$ cat config.mk
export PLATFORM = sky130hd
export DESIGN_NAME = fetch_frontend
export DESIGN_NICKNAME = d
export VERILOG_FILES = /design/src/source/fetch_pkg.sv /design/src/source/redirect_latch.sv /design/src/source/branch_target_buffer.sv /design/src/source/fetch_sequencer.sv /design/src/source/fetch_buffer.sv /design/src/source/fetch_frontend.sv
export SDC_FILE = /design/constraint.sdc
export NUM_CORES = 1
export LEC_CHECK = 0
export BUFFER_PORTS_ARGS = -buffer_cell sky130_fd_sc_hd__buf_4
export CAP_MARGIN = 20
export CORE_ASPECT_RATIO = 1.1
export CORE_UTILIZATION = 50
export DETAILED_ROUTE_END_ITERATION = 8
export PLACE_DENSITY = 0.67
export SLEW_MARGIN = 0
export SYNTH_ARGS = -nofsm -noshare
export SYNTH_HDL_FRONTEND = slang
export SYNTH_SLANG_ARGS = --single-unit
$ cat constraint.sdc
create_clock -name clk -period 19.76 [get_ports clk]
set_input_delay 0.988 -clock clk [delete_from_list [all_inputs] [get_ports clk]]
set_output_delay 0.988 -clock clk [all_outputs]
set_load 0.005 [all_outputs]
$ cat src/source/fetch_pkg.sv
`default_nettype none

package fetch_pkg;

    // byte address of an instruction
    typedef logic [31:0] addr_t;

    // raw instruction word as returned by the bus
    typedef logic [31:0] instr_t;

    // boot rom entry point
    localparam addr_t RESET_PC_DEFAULT = 32'hBFC0_0000;

    // one instruction per fetch
    localparam addr_t PC_STEP = 32'd4;

    // predictor size, power of two
    localparam int BTB_ENTRIES_DEFAULT = 16;

    // fetch sequencer states
    // idle: pc settles, redirects are taken here or a read is launched
    // bus: one wishbone read outstanding
    typedef enum logic {
        SEQ_IDLE,
        SEQ_BUS
    } seq_state_t;

endpackage

`default_nettype wire

$ cat src/source/redirect_latch.sv
`timescale 1ns/1ps
`default_nettype none

module redirect_latch (
    input  wire logic             clk,
    input  wire logic             reset,
    input  wire logic             i_redirect_valid,
    input  fetch_pkg::addr_t      i_redirect_pc,
    input  wire logic             i_redirect_taken,
    output logic                  o_pending_valid,
    output fetch_pkg::addr_t      o_pending_pc
);
    import fetch_pkg::*;

    // redirect parked while a bus read is still out
    logic  saved_valid_q;
    addr_t saved_pc_q;

    // newest redirect wins, no cycle lost on the way in
    assign o_pending_valid = i_redirect_valid || saved_valid_q;
    assign o_pending_pc    = i_redirect_valid ? i_redirect_pc : saved_pc_q;

    // valid flag, the only state that needs a defined start
    always_ff @(posedge clk) begin
        if (reset) begin
            saved_valid_q <= 1'b0;
        end else if (i_redirect_valid) begin
            // a fresh redirect always survives the take in the same cycle
            saved_valid_q <= 1'b1;
        end else if (i_redirect_taken) begin
            saved_valid_q <= 1'b0;
        end
    end

    // target address
    always_ff @(posedge clk) begin
        if (i_redirect_valid) begin
            saved_pc_q <= i_redirect_pc;
        end
    end

    // sequencer may only consume what this latch is offering
    a_taken_needs_pending : assert property (@(posedge clk) disable iff (reset)
        i_redirect_taken |-> o_pending_valid);

endmodule

`default_nettype wire

$ cat src/source/branch_target_buffer.sv
`timescale 1ns/1ps
`default_nettype none

module branch_target_buffer #(
    parameter int BTB_ENTRIES = fetch_pkg::BTB_ENTRIES_DEFAULT
) (
    input  wire logic             clk,
    input  wire logic             reset,
    // lookup side, combinational
    input  fetch_pkg::addr_t      i_lookup_pc,
    output logic                  o_pred_hit,
    output fetch_pkg::addr_t      o_pred_target,
    // training side from execute
    input  wire logic             i_update_valid,
    input  fetch_pkg::addr_t      i_update_pc,
    input  wire logic             i_update_taken,
    input  fetch_pkg::addr_t      i_update_target
);
    import fetch_pkg::*;

    // index sits right above the byte offset
    localparam int IDX_W  = $clog2(BTB_ENTRIES);
    localparam int IDX_LO = 2;
    localparam int IDX_HI = IDX_LO + IDX_W - 1;
    // everything above the index is tag
    localparam int TAG_W  = $bits(addr_t) - IDX_W - IDX_LO;

    typedef logic [IDX_W-1:0] btb_idx_t;
    typedef logic [TAG_W-1:0] btb_tag_t;

    // per-entry state
    logic [BTB_ENTRIES-1:0] valid_q;
    btb_tag_t               tag_q    [BTB_ENTRIES];
    addr_t                  target_q [BTB_ENTRIES];

    btb_idx_t lookup_idx;
    btb_tag_t lookup_tag;
    btb_idx_t update_idx;
    btb_tag_t update_tag;
    logic     update_match;

    // address split
    assign lookup_idx = i_lookup_pc[IDX_HI:IDX_LO];
    assign lookup_tag = i_lookup_pc[$bits(addr_t)-1:IDX_HI+1];
    assign update_idx = i_update_pc[IDX_HI:IDX_LO];
    assign update_tag = i_update_pc[$bits(addr_t)-1:IDX_HI+1];

    // hit needs valid plus full tag compare, aliases miss
    assign o_pred_hit    = valid_q[lookup_idx] && (tag_q[lookup_idx] == lookup_tag);
    assign o_pred_target = target_q[lookup_idx];

    // not-taken only evicts its own branch, not an alias
    assign update_match = (tag_q[update_idx] == update_tag);

    // valid bits
    always_ff @(posedge clk) begin
        if (reset) begin
            valid_q <= '0;
        end else if (i_update_valid) begin
            if (i_update_taken) begin
                valid_q[update_idx] <= 1'b1;
            end else if (update_match) begin
                valid_q[update_idx] <= 1'b0;
            end
        end
    end

    // tag and target, written only by taken branches
    always_ff @(posedge clk) begin
        if (i_update_valid && i_update_taken) begin
            tag_q[update_idx]    <= update_tag;
            target_q[update_idx] <= i_update_target;
        end
    end

endmodule

`default_nettype wire

$ cat src/source/fetch_sequencer.sv
`timescale 1ns/1ps
`default_nettype none

module fetch_sequencer #(
    parameter fetch_pkg::addr_t RESET_PC = fetch_pkg::RESET_PC_DEFAULT
) (
    input  wire logic             clk,
    input  wire logic             reset,
    // pending redirect from the latch
    input  wire logic             i_pending_valid,
    input  fetch_pkg::addr_t      i_pending_pc,
    output logic                  o_redirect_taken,
    // btb lookup
    output fetch_pkg::addr_t      o_lookup_pc,
    input  wire logic             i_pred_hit,
    input  fetch_pkg::addr_t      i_pred_target,
    // wishbone classic read master
    output logic                  o_wb_cyc,
    output logic                  o_wb_stb,
    output fetch_pkg::addr_t      o_wb_adr,
    input  fetch_pkg::instr_t     i_wb_dat,
    input  wire logic             i_wb_ack,
    // push toward the fetch buffer
    input  wire logic             i_can_accept,
    output logic                  o_push_valid,
    output fetch_pkg::addr_t      o_push_pc,
    output fetch_pkg::instr_t     o_push_instr,
    output logic                  o_push_pred_taken,
    output fetch_pkg::addr_t      o_push_pred_pc
);
    import fetch_pkg::*;

    seq_state_t state_q;
    addr_t      pc_q;

    // prediction frozen at bus start, travels with the word
    logic  pred_taken_q;
    addr_t pred_pc_q;

    addr_t seq_pc;
    logic  in_bus;
    logic  bus_start;
    logic  bus_done;

    assign seq_pc = pc_q + PC_STEP;
    assign in_bus = (state_q == SEQ_BUS);

    // launch only when idle, nothing pending and the buffer has room
    assign bus_start = (state_q == SEQ_IDLE) && !i_pending_valid && i_can_accept;
    assign bus_done  = in_bus && i_wb_ack;

    // btb always looks at the current pc
    assign o_lookup_pc = pc_q;

    // cyc and stb move together, adr is the pc itself so it cannot slip
    assign o_wb_cyc = in_bus;
    assign o_wb_stb = in_bus;
    assign o_wb_adr = pc_q;

    // redirect consumed when idle or when the outstanding read retires
    assign o_redirect_taken = i_pending_valid && ((state_q == SEQ_IDLE) || bus_done);

    // wrong-path word dropped whenever a redirect is pending
    assign o_push_valid      = bus_done && !i_pending_valid;
    assign o_push_pc         = pc_q;
    assign o_push_instr      = i_wb_dat;
    assign o_push_pred_taken = pred_taken_q;
    assign o_push_pred_pc    = pred_pc_q;

    // fsm and pc register
    always_ff @(posedge clk) begin
        if (reset) begin
            state_q <= SEQ_IDLE;
            pc_q    <= RESET_PC;
        end else begin
            case (state_q)
                SEQ_IDLE: begin
                    if (i_pending_valid) begin
                        // bus at the new pc starts one cycle later
                        pc_q <= i_pending_pc;
                    end else if (i_can_accept) begin
                        state_q <= SEQ_BUS;
                    end
                end
                SEQ_BUS: begin
                    // hold pc until ack, redirect waits in the latch
                    if (i_wb_ack) begin
                        state_q <= SEQ_IDLE;
                        if (i_pending_valid) begin
                            pc_q <= i_pending_pc;
                        end else begin
                            pc_q <= pred_pc_q;
                        end
                    end
                end
                default: begin
                    state_q <= SEQ_IDLE;
                end
            endcase
        end
    end

    // predicted next pc, btb target on hit else sequential
    always_ff @(posedge clk) begin
        if (bus_start) begin
            pred_taken_q <= i_pred_hit;
            pred_pc_q    <= i_pred_hit ? i_pred_target : seq_pc;
        end
    end

    // classic handshake, request held steady until the slave answers
    a_adr_stable : assert property (@(posedge clk) disable iff (reset)
        o_wb_stb && !i_wb_ack |=> o_wb_stb && $stable(o_wb_adr));

    // slave acks only inside a cycle, pushes only on that ack
    a_ack_in_cycle : assert property (@(posedge clk) disable iff (reset)
        i_wb_ack |-> o_wb_cyc);
    a_push_on_ack : assert property (@(posedge clk) disable iff (reset)
        o_push_valid |-> i_wb_ack);

endmodule

`default_nettype wire

$ cat src/source/fetch_buffer.sv
`timescale 1ns/1ps
`default_nettype none

module fetch_buffer (
    input  wire logic             clk,
    input  wire logic             reset,
    input  wire logic             i_flush,
    // from the sequencer
    input  wire logic             i_push_valid,
    input  fetch_pkg::addr_t      i_push_pc,
    input  fetch_pkg::instr_t     i_push_instr,
    input  wire logic             i_push_pred_taken,
    input  fetch_pkg::addr_t      i_push_pred_pc,
    output logic                  o_can_accept,
    // toward decode
    output logic                  o_fetch_valid,
    output fetch_pkg::addr_t      o_fetch_pc,
    output fetch_pkg::instr_t     o_fetch_instr,
    output logic                  o_fetch_pred_taken,
    output fetch_pkg::addr_t      o_fetch_pred_pc,
    input  wire logic             i_fetch_ready
);
    import fetch_pkg::*;

    typedef logic [1:0] fb_count_t;

    // two slots, ring order
    addr_t  pc_q         [2];
    instr_t instr_q      [2];
    logic   pred_taken_q [2];
    addr_t  pred_pc_q    [2];

    logic      wr_ptr_q;
    logic      rd_ptr_q;
    fb_count_t count_q;

    logic full;
    logic do_push;
    logic do_pop;

    assign full = (count_q == 2'd2);
    // sampled only while the sequencer is idle, so no read is out
    assign o_can_accept = !full;

    // head of queue drives decode directly
    assign o_fetch_valid      = (count_q != 2'd0);
    assign o_fetch_pc         = pc_q[rd_ptr_q];
    assign o_fetch_instr      = instr_q[rd_ptr_q];
    assign o_fetch_pred_taken = pred_taken_q[rd_ptr_q];
    assign o_fetch_pred_pc    = pred_pc_q[rd_ptr_q];

    // flush beats a push in the same cycle
    assign do_push = i_push_valid && !i_flush;
    assign do_pop  = o_fetch_valid && i_fetch_ready;

    // pointers and occupancy
    always_ff @(posedge clk) begin
        if (reset || i_flush) begin
            wr_ptr_q <= 1'b0;
            rd_ptr_q <= 1'b0;
            count_q  <= 2'd0;
        end else begin
            if (do_push) begin
                wr_ptr_q <= !wr_ptr_q;
            end
            if (do_pop) begin
                rd_ptr_q <= !rd_ptr_q;
            end
            case ({do_push, do_pop})
                2'b10:   count_q <= count_q + 2'd1;
                2'b01:   count_q <= count_q - 2'd1;
                default: count_q <= count_q;
            endcase
        end
    end

    // slot payload
    always_ff @(posedge clk) begin
        if (do_push) begin
            pc_q[wr_ptr_q]         <= i_push_pc;
            instr_q[wr_ptr_q]      <= i_push_instr;
            pred_taken_q[wr_ptr_q] <= i_push_pred_taken;
            pred_pc_q[wr_ptr_q]    <= i_push_pred_pc;
        end
    end

    // sequencer gating keeps a slot free for every read in flight
    a_no_push_full : assert property (@(posedge clk) disable iff (reset)
        i_push_valid |-> !full);

endmodule

`default_nettype wire

$ cat src/source/fetch_frontend.sv
`timescale 1ns/1ps
`default_nettype none

module fetch_frontend #(
    parameter fetch_pkg::addr_t RESET_PC    = fetch_pkg::RESET_PC_DEFAULT,
    parameter int               BTB_ENTRIES = fetch_pkg::BTB_ENTRIES_DEFAULT
) (
    input  wire logic             clk,
    input  wire logic             reset,
    // redirect from execute
    input  wire logic             i_redirect_valid,
    input  fetch_pkg::addr_t      i_redirect_pc,
    // btb training from execute
    input  wire logic             i_update_valid,
    input  fetch_pkg::addr_t      i_update_pc,
    input  wire logic             i_update_taken,
    input  fetch_pkg::addr_t      i_update_target,
    // instruction memory, wishbone classic
    output logic                  o_wb_cyc,
    output logic                  o_wb_stb,
    output fetch_pkg::addr_t      o_wb_adr,
    input  fetch_pkg::instr_t     i_wb_dat,
    input  wire logic             i_wb_ack,
    // packets to decode
    output logic                  o_fetch_valid,
    output fetch_pkg::addr_t      o_fetch_pc,
    output fetch_pkg::instr_t     o_fetch_instr,
    output logic                  o_fetch_pred_taken,
    output fetch_pkg::addr_t      o_fetch_pred_pc,
    input  wire logic             i_fetch_ready
);
    import fetch_pkg::*;

    // latch to sequencer
    logic   pending_valid;
    addr_t  pending_pc;
    logic   redirect_taken;

    // sequencer to btb
    addr_t  lookup_pc;
    logic   pred_hit;
    addr_t  pred_target;

    // sequencer to buffer
    logic   push_valid;
    addr_t  push_pc;
    instr_t push_instr;
    logic   push_pred_taken;
    addr_t  push_pred_pc;
    logic   can_accept;

    redirect_latch u_redirect_latch (
        .clk              (clk),
        .reset            (reset),
        .i_redirect_valid (i_redirect_valid),
        .i_redirect_pc    (i_redirect_pc),
        .i_redirect_taken (redirect_taken),
        .o_pending_valid  (pending_valid),
        .o_pending_pc     (pending_pc)
    );

    branch_target_buffer #(
        .BTB_ENTRIES (BTB_ENTRIES)
    ) u_btb (
        .clk             (clk),
        .reset           (reset),
        .i_lookup_pc     (lookup_pc),
        .o_pred_hit      (pred_hit),
        .o_pred_target   (pred_target),
        .i_update_valid  (i_update_valid),
        .i_update_pc     (i_update_pc),
        .i_update_taken  (i_update_taken),
        .i_update_target (i_update_target)
    );

    fetch_sequencer #(
        .RESET_PC (RESET_PC)
    ) u_fetch_sequencer (
        .clk               (clk),
        .reset             (reset),
        .i_pending_valid   (pending_valid),
        .i_pending_pc      (pending_pc),
        .o_redirect_taken  (redirect_taken),
        .o_lookup_pc       (lookup_pc),
        .i_pred_hit        (pred_hit),
        .i_pred_target     (pred_target),
        .o_wb_cyc          (o_wb_cyc),
        .o_wb_stb          (o_wb_stb),
        .o_wb_adr          (o_wb_adr),
        .i_wb_dat          (i_wb_dat),
        .i_wb_ack          (i_wb_ack),
        .i_can_accept      (can_accept),
        .o_push_valid      (push_valid),
        .o_push_pc         (push_pc),
        .o_push_instr      (push_instr),
        .o_push_pred_taken (push_pred_taken),
        .o_push_pred_pc    (push_pred_pc)
    );

    // redirect empties queued wrong-path packets
    fetch_buffer u_fetch_buffer (
        .clk                (clk),
        .reset              (reset),
        .i_flush            (i_redirect_valid),
        .i_push_valid       (push_valid),
        .i_push_pc          (push_pc),
        .i_push_instr       (push_instr),
        .i_push_pred_taken  (push_pred_taken),
        .i_push_pred_pc     (push_pred_pc),
        .o_can_accept       (can_accept),
        .o_fetch_valid      (o_fetch_valid),
        .o_fetch_pc         (o_fetch_pc),
        .o_fetch_instr      (o_fetch_instr),
        .o_fetch_pred_taken (o_fetch_pred_taken),
        .o_fetch_pred_pc    (o_fetch_pred_pc),
        .i_fetch_ready      (i_fetch_ready)
    );

endmodule

`default_nettype wire

==> results.json, run 1 <==
{
  "cp_data_required_time_ns": 20.23,
  "postRouteAntennaNets": 0,
  "syn_to_final_growth_pct": 14.55,
  "startpoint_type": "register",
  "yosys_warnings": 0,
  "cts_setup_buffers": 0,
  "crit_fanout": 48,
  "leakage_nw": 19.32,
  "max_clock_freq_mhz": 174.7,
  "layout_commonest_cell": "edfxtp_1",
  "die_area_um2": 105400,
  "cts_tree": "done",
  "fill_cells": 7371,
  "path_clk_slew_ns": 0.06,
  "syn_nets": 2798,
  "setup_violations": 0,
  "total_power_mw": 5.853,
  "clockBufferDepth": 3,
  "crit_chain": "buf_4 > buf_4 > mux2i_1 > a221oi_1 > a21oi_1 > a2111oi_2 > and4_1 > nand4_1 > nor4_4 > buf_4 > mux2_2",
  "finalHoldViolCount": 0,
  "drv_slew": 0,
  "final_design_area_no_fill_um2": 59610,
  "stdcell_count": 4424,
  "dr.pass1.iters": 5,
  "fin_worst_skew_ns": 0.02585,
  "grt_pass1_vias": 28040,
  "initial_utilization_pct": 50.70,
  "clk_latency_ns": 0.72,
  "cts_made_buffers": 118,
  "synth_adder_area_share_pct": 0.04808,
  "die_w_um": 309.6,
  "synthCells": 2661,
  "clock_sinks": 1246,
  "crit_top_cell": "buf_4",
  "endpoint_kind": "register",
  "io_pins": 267,
  "dp_slack_ns": 14.03,
  "maxSlewHeadroom_pct": 29.41,
  "routed_wl_mm": 133.5,
  "ff2ff_path_depth": 11,
  "routedWlPerCell_um": 30.18,
  "cts.repair.resized": 0,
  "routed_via_density": 6.250,
  "peakVddDrop_mv": 0.07604,
  "dp.cells": 4200,
  "synth_top_family_by_area": "multiplexers",
  "dieHeight_um": 340.4,
  "postLayoutSetupSlackWorst_ns": 14.04,
  "via_count": 27650,
  "drive_gt1_share_pct": 34.22,
  "core-area_um2": 102700,
  "antenna_found_initial": 10,
  "synth_top_cell_area_share_pct": 66.64,
  "grt_usage_pct": 25.29,
  "synth_mux_area_share_pct": 20.87,
  "cpMaxStageDelayCell": "buf_4",
  "yosysUniqueCellTypes": 69,
  "synthSimpleGateAreaFrac_pct": 2.803,
  "fin_tns_setup_ns": 0,
  "cts_max_level": 3,
  "fin_util_pct": 58.08,
  "fin_crit_ns": 5.723,
  "worstHoldPathCells": 1,
  "synth_xor_area_share_pct": 1.339,
  "synth_area_leaders": "edfxtp_1, mux4_2, dfxtp_1",
  "root_buffer": "clkbuf_16",
  "hold_class": "in2reg",
  "gp_congestion": 0.8694,
  "synth_edf_count": 1155,
  "placed_area_um2": 55550,
  "synth_compound_area_share_pct": 3.099,
  "rsz0062_at_grt": "no",
  "ys_ff_latch": 1246,
  "drc": 0,
  "maxCapViolCount": 0,
  "cp.arrival_ns": 6.19,
  "syn-mean-instance-area_um2": 19.56,
  "fin_nets": 3082,
  "hpwlAfterDp_mm": 78.29,
  "cts_hold_buffers": 0,
  "grt_first_pass_wirelength_mm": 191.7,
  "tightest_slew_ns": 1.056,
  "layout_common_cells": "edfxtp_1, buf_4, mux4_2",
  "synth_area_leader_cell": "edfxtp_1",
  "overflow": 0,
  "async_flop_share_pct": 0,
  "p_per_area_nw_per_um2": 98.19,
  "yosysSeqAreaShare_pct": 70.14,
  "drt-initial-drc-count": 2987,
  "hold_ws_ns": 0.4532,
  "ys.flop_type": "edfxtp_1",
  "grt_max_degree": 73,
  "run_status": "complete, no violations",
  "slowest_delay_ns": 0.86,
  "port-buffer-count": 264,
  "min_period_over_period_pct": 28.96,
  "critPathKind": "reg2reg",
  "rows": 123,
  "synth_area_um2": 52040
}
-- state kept, by name, indices dropped and copies added (netlist names), named ones only --
name,cells
u_btb.target_q,512
u_redirect_latch.saved_valid_q,1
u_fetch_sequencer.o_wb_cyc,1
u_fetch_buffer.pc_q,64
u_fetch_buffer.count_q,2
u_fetch_buffer.wr_ptr_q,1
u_fetch_buffer.instr_q,64
u_fetch_sequencer.o_lookup_pc,32
u_btb.tag_q,416
u_fetch_sequencer.o_push_pred_taken,1
u_fetch_sequencer.o_push_pred_pc,32
u_fetch_buffer.pred_pc_q,64
u_redirect_latch.saved_pc_q,32
u_fetch_buffer.rd_ptr_q,1
u_fetch_buffer.pred_taken_q,2
-- power by group --
part           switching [mW]  internal [mW]  leakage [nW]
clock network           0.990           1.36          1.96
registers              0.0515           2.94          11.2
logic                   0.284          0.233          6.19
-- final cells by class --
| class | count | area (µm²) | share of cell area (%) |
|---|---|---|---|
| timing repair buffer | 328 | 2466 | 4.137 |
| inverter | 12 | 46.29 | 0.07766 |
| clock buffer | 137 | 3054 | 5.123 |
| sequential | 1246 | 36520 | 61.26 |
| clock inverter | 86 | 1003 | 1.683 |
| tap | 1375 | 1720 | 2.886 |
| multi-input combinational | 1239 | 14800 | 24.83 |
| antenna | 1 | 2.502 | 0.004198 |
-- worst max-delay path: cells and delay by family (launching register included) --
family / cells / cell delay (ns)
flops: 1 / 0.71
buf+inv: 3 / 2.02
simple gates: 3 / 0.65
compound gates: 3 / 1.41
mux: 2 / 0.62
-- logic make-up after synthesis --
logic type | Yosys count
AO/OA/AOI/OAI | 224
XOR/XNOR | 77
adder cells (fa/ha/maj) | 2
buffers and inverters | 176
flip-flops | 1246
multiplexers | 636
AND/OR/NAND/NOR | 300
-- path summary, 6_finish.rpt --
check / start / endpoint / slack, ns
setup / recovery: register / u_fetch_sequencer.o_push_pred_pc[31]$_DFFE_PP_ / 14.04
hold / removal: i_wb_dat[23] / u_fetch_buffer.instr_q[1][23]$_DFFE_PP_ / 0.45
setup reg to reg: register / u_fetch_sequencer.o_push_pred_pc[31]$_DFFE_PP_ / 14.04
hold reg to reg: u_fetch_sequencer.o_push_pred_taken$_DFFE_PP_ / u_fetch_buffer.pred_taken_q[0]$_DFFE_PP_ / 0.46
-- cells in the mapped netlist (all sizes together), types with 18 or more instances --
master,count
xnor2,45
nor2,73
a21oi,63
clkbuf,89
dfxtp,91
nor3,18
mux2,173
xor2,32
mux2i,132
edfxtp,1155
nand2,95
buf,75
nand3,27
o221ai,27
mux4,331
a22oi,27
-- routing by layer --
layer | track usage [%] | vias up | part of all wire [%] | routed length [µm]
met4 | 7.354 | 16 | 2.3 | 3095
met1 | 34.04 | 14500 | 39 | 52450
met5 | 0 | - | 0.082 | 110
li1 | - | 11610 | - | -
met3 | 4.620 | 220 | 8.5 | 11300
met2 | 42.15 | 1304 | 50 | 66570
Note: power is estimated with default switching activity, not from simulation.
==> run 2: changes to the inputs <==
--- a/config.mk
+++ b/config.mk
@@ -10,7 +10,7 @@
 export CORE_ASPECT_RATIO = 1.1
 export CORE_UTILIZATION = 50
 export DETAILED_ROUTE_END_ITERATION = 8
-export PLACE_DENSITY = 0.67
+export PLACE_DENSITY = 0.7
 export SLEW_MARGIN = 0
 export SYNTH_ARGS = -nofsm -noshare
 export SYNTH_HDL_FRONTEND = slang
==> constraint.sdc (replaced) <==
create_clock -name clk -period 4.94 [get_ports clk]
set_input_delay 0.247 -clock clk [delete_from_list [all_inputs] [get_ports clk]]
set_output_delay 0.247 -clock clk [all_outputs]
set_load 0.005 [all_outputs]
==> results.json, run 2 (synthesized netlist as in run 1, its figures left out) <==
{
  "stdcell_count": 4593,
  "layout_common_cells": "edfxtp_1, buf_4, mux4_2",
  "syn_to_final_growth_pct": 18.24,
  "layout_commonest_cell": "edfxtp_1",
  "tightest_slew_ns": 1.027,
  "peakVddDrop_mv": 0.2734,
  "fill_cells": 7208,
  "rsz0062_at_grt": "no",
  "die_w_um": 309.6,
  "leakage_nw": 20.15,
  "port-buffer-count": 264,
  "finalHoldViolCount": 0,
  "ff2ff_path_depth": 11,
  "fin_nets": 3250,
  "clock_sinks": 1246,
  "ff2ff_setup_slack_ns": 0.70,
  "fin_tns_setup_ns": 0,
  "drive_gt1_share_pct": 33.86,
  "rows": 123,
  "setup_violations": 0,
  "startpoint_type": "register",
  "drc": 0,
  "cp_data_required_time_ns": 5.39,
  "cts_max_level": 3,
  "cts_setup_buffers": 0,
  "via_count": 28670,
  "dieHeight_um": 340.4,
  "slowest_delay_ns": 0.65,
  "overflow": 0,
  "fin_worst_skew_ns": 0.02705,
  "fin_crit_ns": 4.239,
  "critical_path_buf_inv_count": 3,
  "gp_congestion": 0.8889,
  "max_clock_freq_mhz": 235.9,
  "routed_via_density": 6.241,
  "largest_register": "u_btb.target_q",
  "maxSlewHeadroom_pct": 31.37,
  "clockBufferDepth": 3,
  "antenna_found_initial": 7,
  "dr.pass1.iters": 6,
  "reg2reg_to": "u_fetch_sequencer.o_push_pred_pc[0]$_DFFE_PP_",
  "postRouteAntennaNets": 0,
  "largest_reg_flops": 512,
  "critPathKind": "reg2reg",
  "maxCapViolCount": 0,
  "hold_ws_ns": 0.02231,
  "grt_pass1_vias": 29310,
  "min_period_over_period_pct": 85.82,
  "worstHoldPathCells": 2,
  "crit_fanout": 32,
  "worstHoldStart": "reset",
  "run_status": "complete, no violations",
  "core-area_um2": 102700,
  "io_pins": 267,
  "p_per_area_nw_per_um2": 380.0,
  "initial_utilization_pct": 50.70,
  "final_design_area_no_fill_um2": 61530,
  "die_area_um2": 105400,
  "total_power_mw": 23.38,
  "hold_class": "in2reg",
  "clk_latency_ns": 0.71,
  "root_buffer": "clkbuf_16",
  "cp.arrival_ns": 4.69,
  "largestRegisters": "u_btb.target_q x512, u_btb.tag_q x416",
  "cpMaxStageDelayCell": "dfxtp_4",
  "critPathTopFamily": "multiplexers",
  "crit_chain": "buf_4 > mux4_2 > mux2i_1 > mux2i_1 > buf_4 > xor2_1 > a2111oi_2 > nand4_1 > nor4_4 > buf_12 > mux2_2",
  "grt_max_degree": 69,
  "routedWlPerCell_um": 29.76,
  "placed_area_um2": 56270,
  "path_clk_slew_ns": 0.06,
  "routed_wl_mm": 136.7,
  "cts_made_buffers": 119,
  "drv_slew": 0,
  "cts_tree": "done",
  "drt-initial-drc-count": 3489,
  "endpoint_kind": "register",
  "holdPathEnd": "u_fetch_sequencer.o_lookup_pc[8]$_SDFFE_PP0P_",
  "hpwlAfterDp_mm": 83.53,
  "grt_usage_pct": 25.93,
  "dp.cells": 4242,
  "grt_first_pass_wirelength_mm": 197.4
}
## run 2: cell types whose count changed in the layout (fill, tap and decap cells not counted), moves of 6 or more
cell,before,now
buf_12,0,31
buf_4,327,337
bufinv_16,19,10
clkbuf_16,118,124
clkbuf_8,3,12
clkinv_1,27,19
dlygate4sd3_1,0,125
## run 2: worst max path at each step
stage | to | slack, ns | depth (start not counted)
floorplan | u_btb.tag_q[9][0]$_DFFE_PP_ | 0.60 | 7
global placement | u_fetch_sequencer.o_push_pred_pc[10]$_DFFE_PP_ | 0.78 | 5
detailed placement | u_fetch_sequencer.o_push_pred_pc[10]$_DFFE_PP_ | 0.74 | 5
CTS | u_fetch_sequencer.o_push_pred_pc[10]$_DFFE_PP_ | 0.74 | 5
global route | u_fetch_sequencer.o_push_pred_pc[12]$_DFFE_PP_ | 0.59 | 5
finish | u_fetch_sequencer.o_push_pred_pc[0]$_DFFE_PP_ | 0.70 | 11
## run 2: area by class of cell
class,instances,area [µm²],share of cell area [%]
antenna,2,5.005,0.008133
inverter,12,46.29,0.07523
clock buffer,157,3347,5.439
multi-input combinational,1239,14800,24.05
clock inverter,67,665.6,1.082
tap,1375,1720,2.796
sequential,1246,36520,59.35
timing repair buffer,495,4428,7.196
## run 2: per-layer routing
metal / up-vias / track usage [%] / routed length, µm / part of all wire [%]
met3: 282 / 5.305 / 12070 / 8.8
met2: 1484 / 42.73 / 66860 / 49
met4: 8 / 9.035 / 4439 / 3.2
li1: 11950 / - / - / -
met5: - / 0 / 45 / 0.033
met1: 14940 / 34.33 / 53270 / 39
## run 2: stage by stage
step / setup slack, ns / util [%]
floorplan: 0.6017 / -
global placement: 0.7809 / 54.80
detailed placement: 0.7368 / 54.81
CTS: 0.7369 / 59.94
global route: 0.5904 / 59.94
finish: 0.7006 / 59.95
## run 2: what timing repair did
action	in CTS	in global routing
endpoints found under the hold margin	1035	0
hold buffers	125	0
resized for setup	0	0
## run 2: power breakdown
| group | switching [mW] | total, mW | internal [mW] |
|---|---|---|---|
| registers | 0.212 | 12.0 | 11.7 |
| clock network | 3.93 | 9.23 | 5.30 |
| logic | 1.17 | 2.20 | 1.03 |
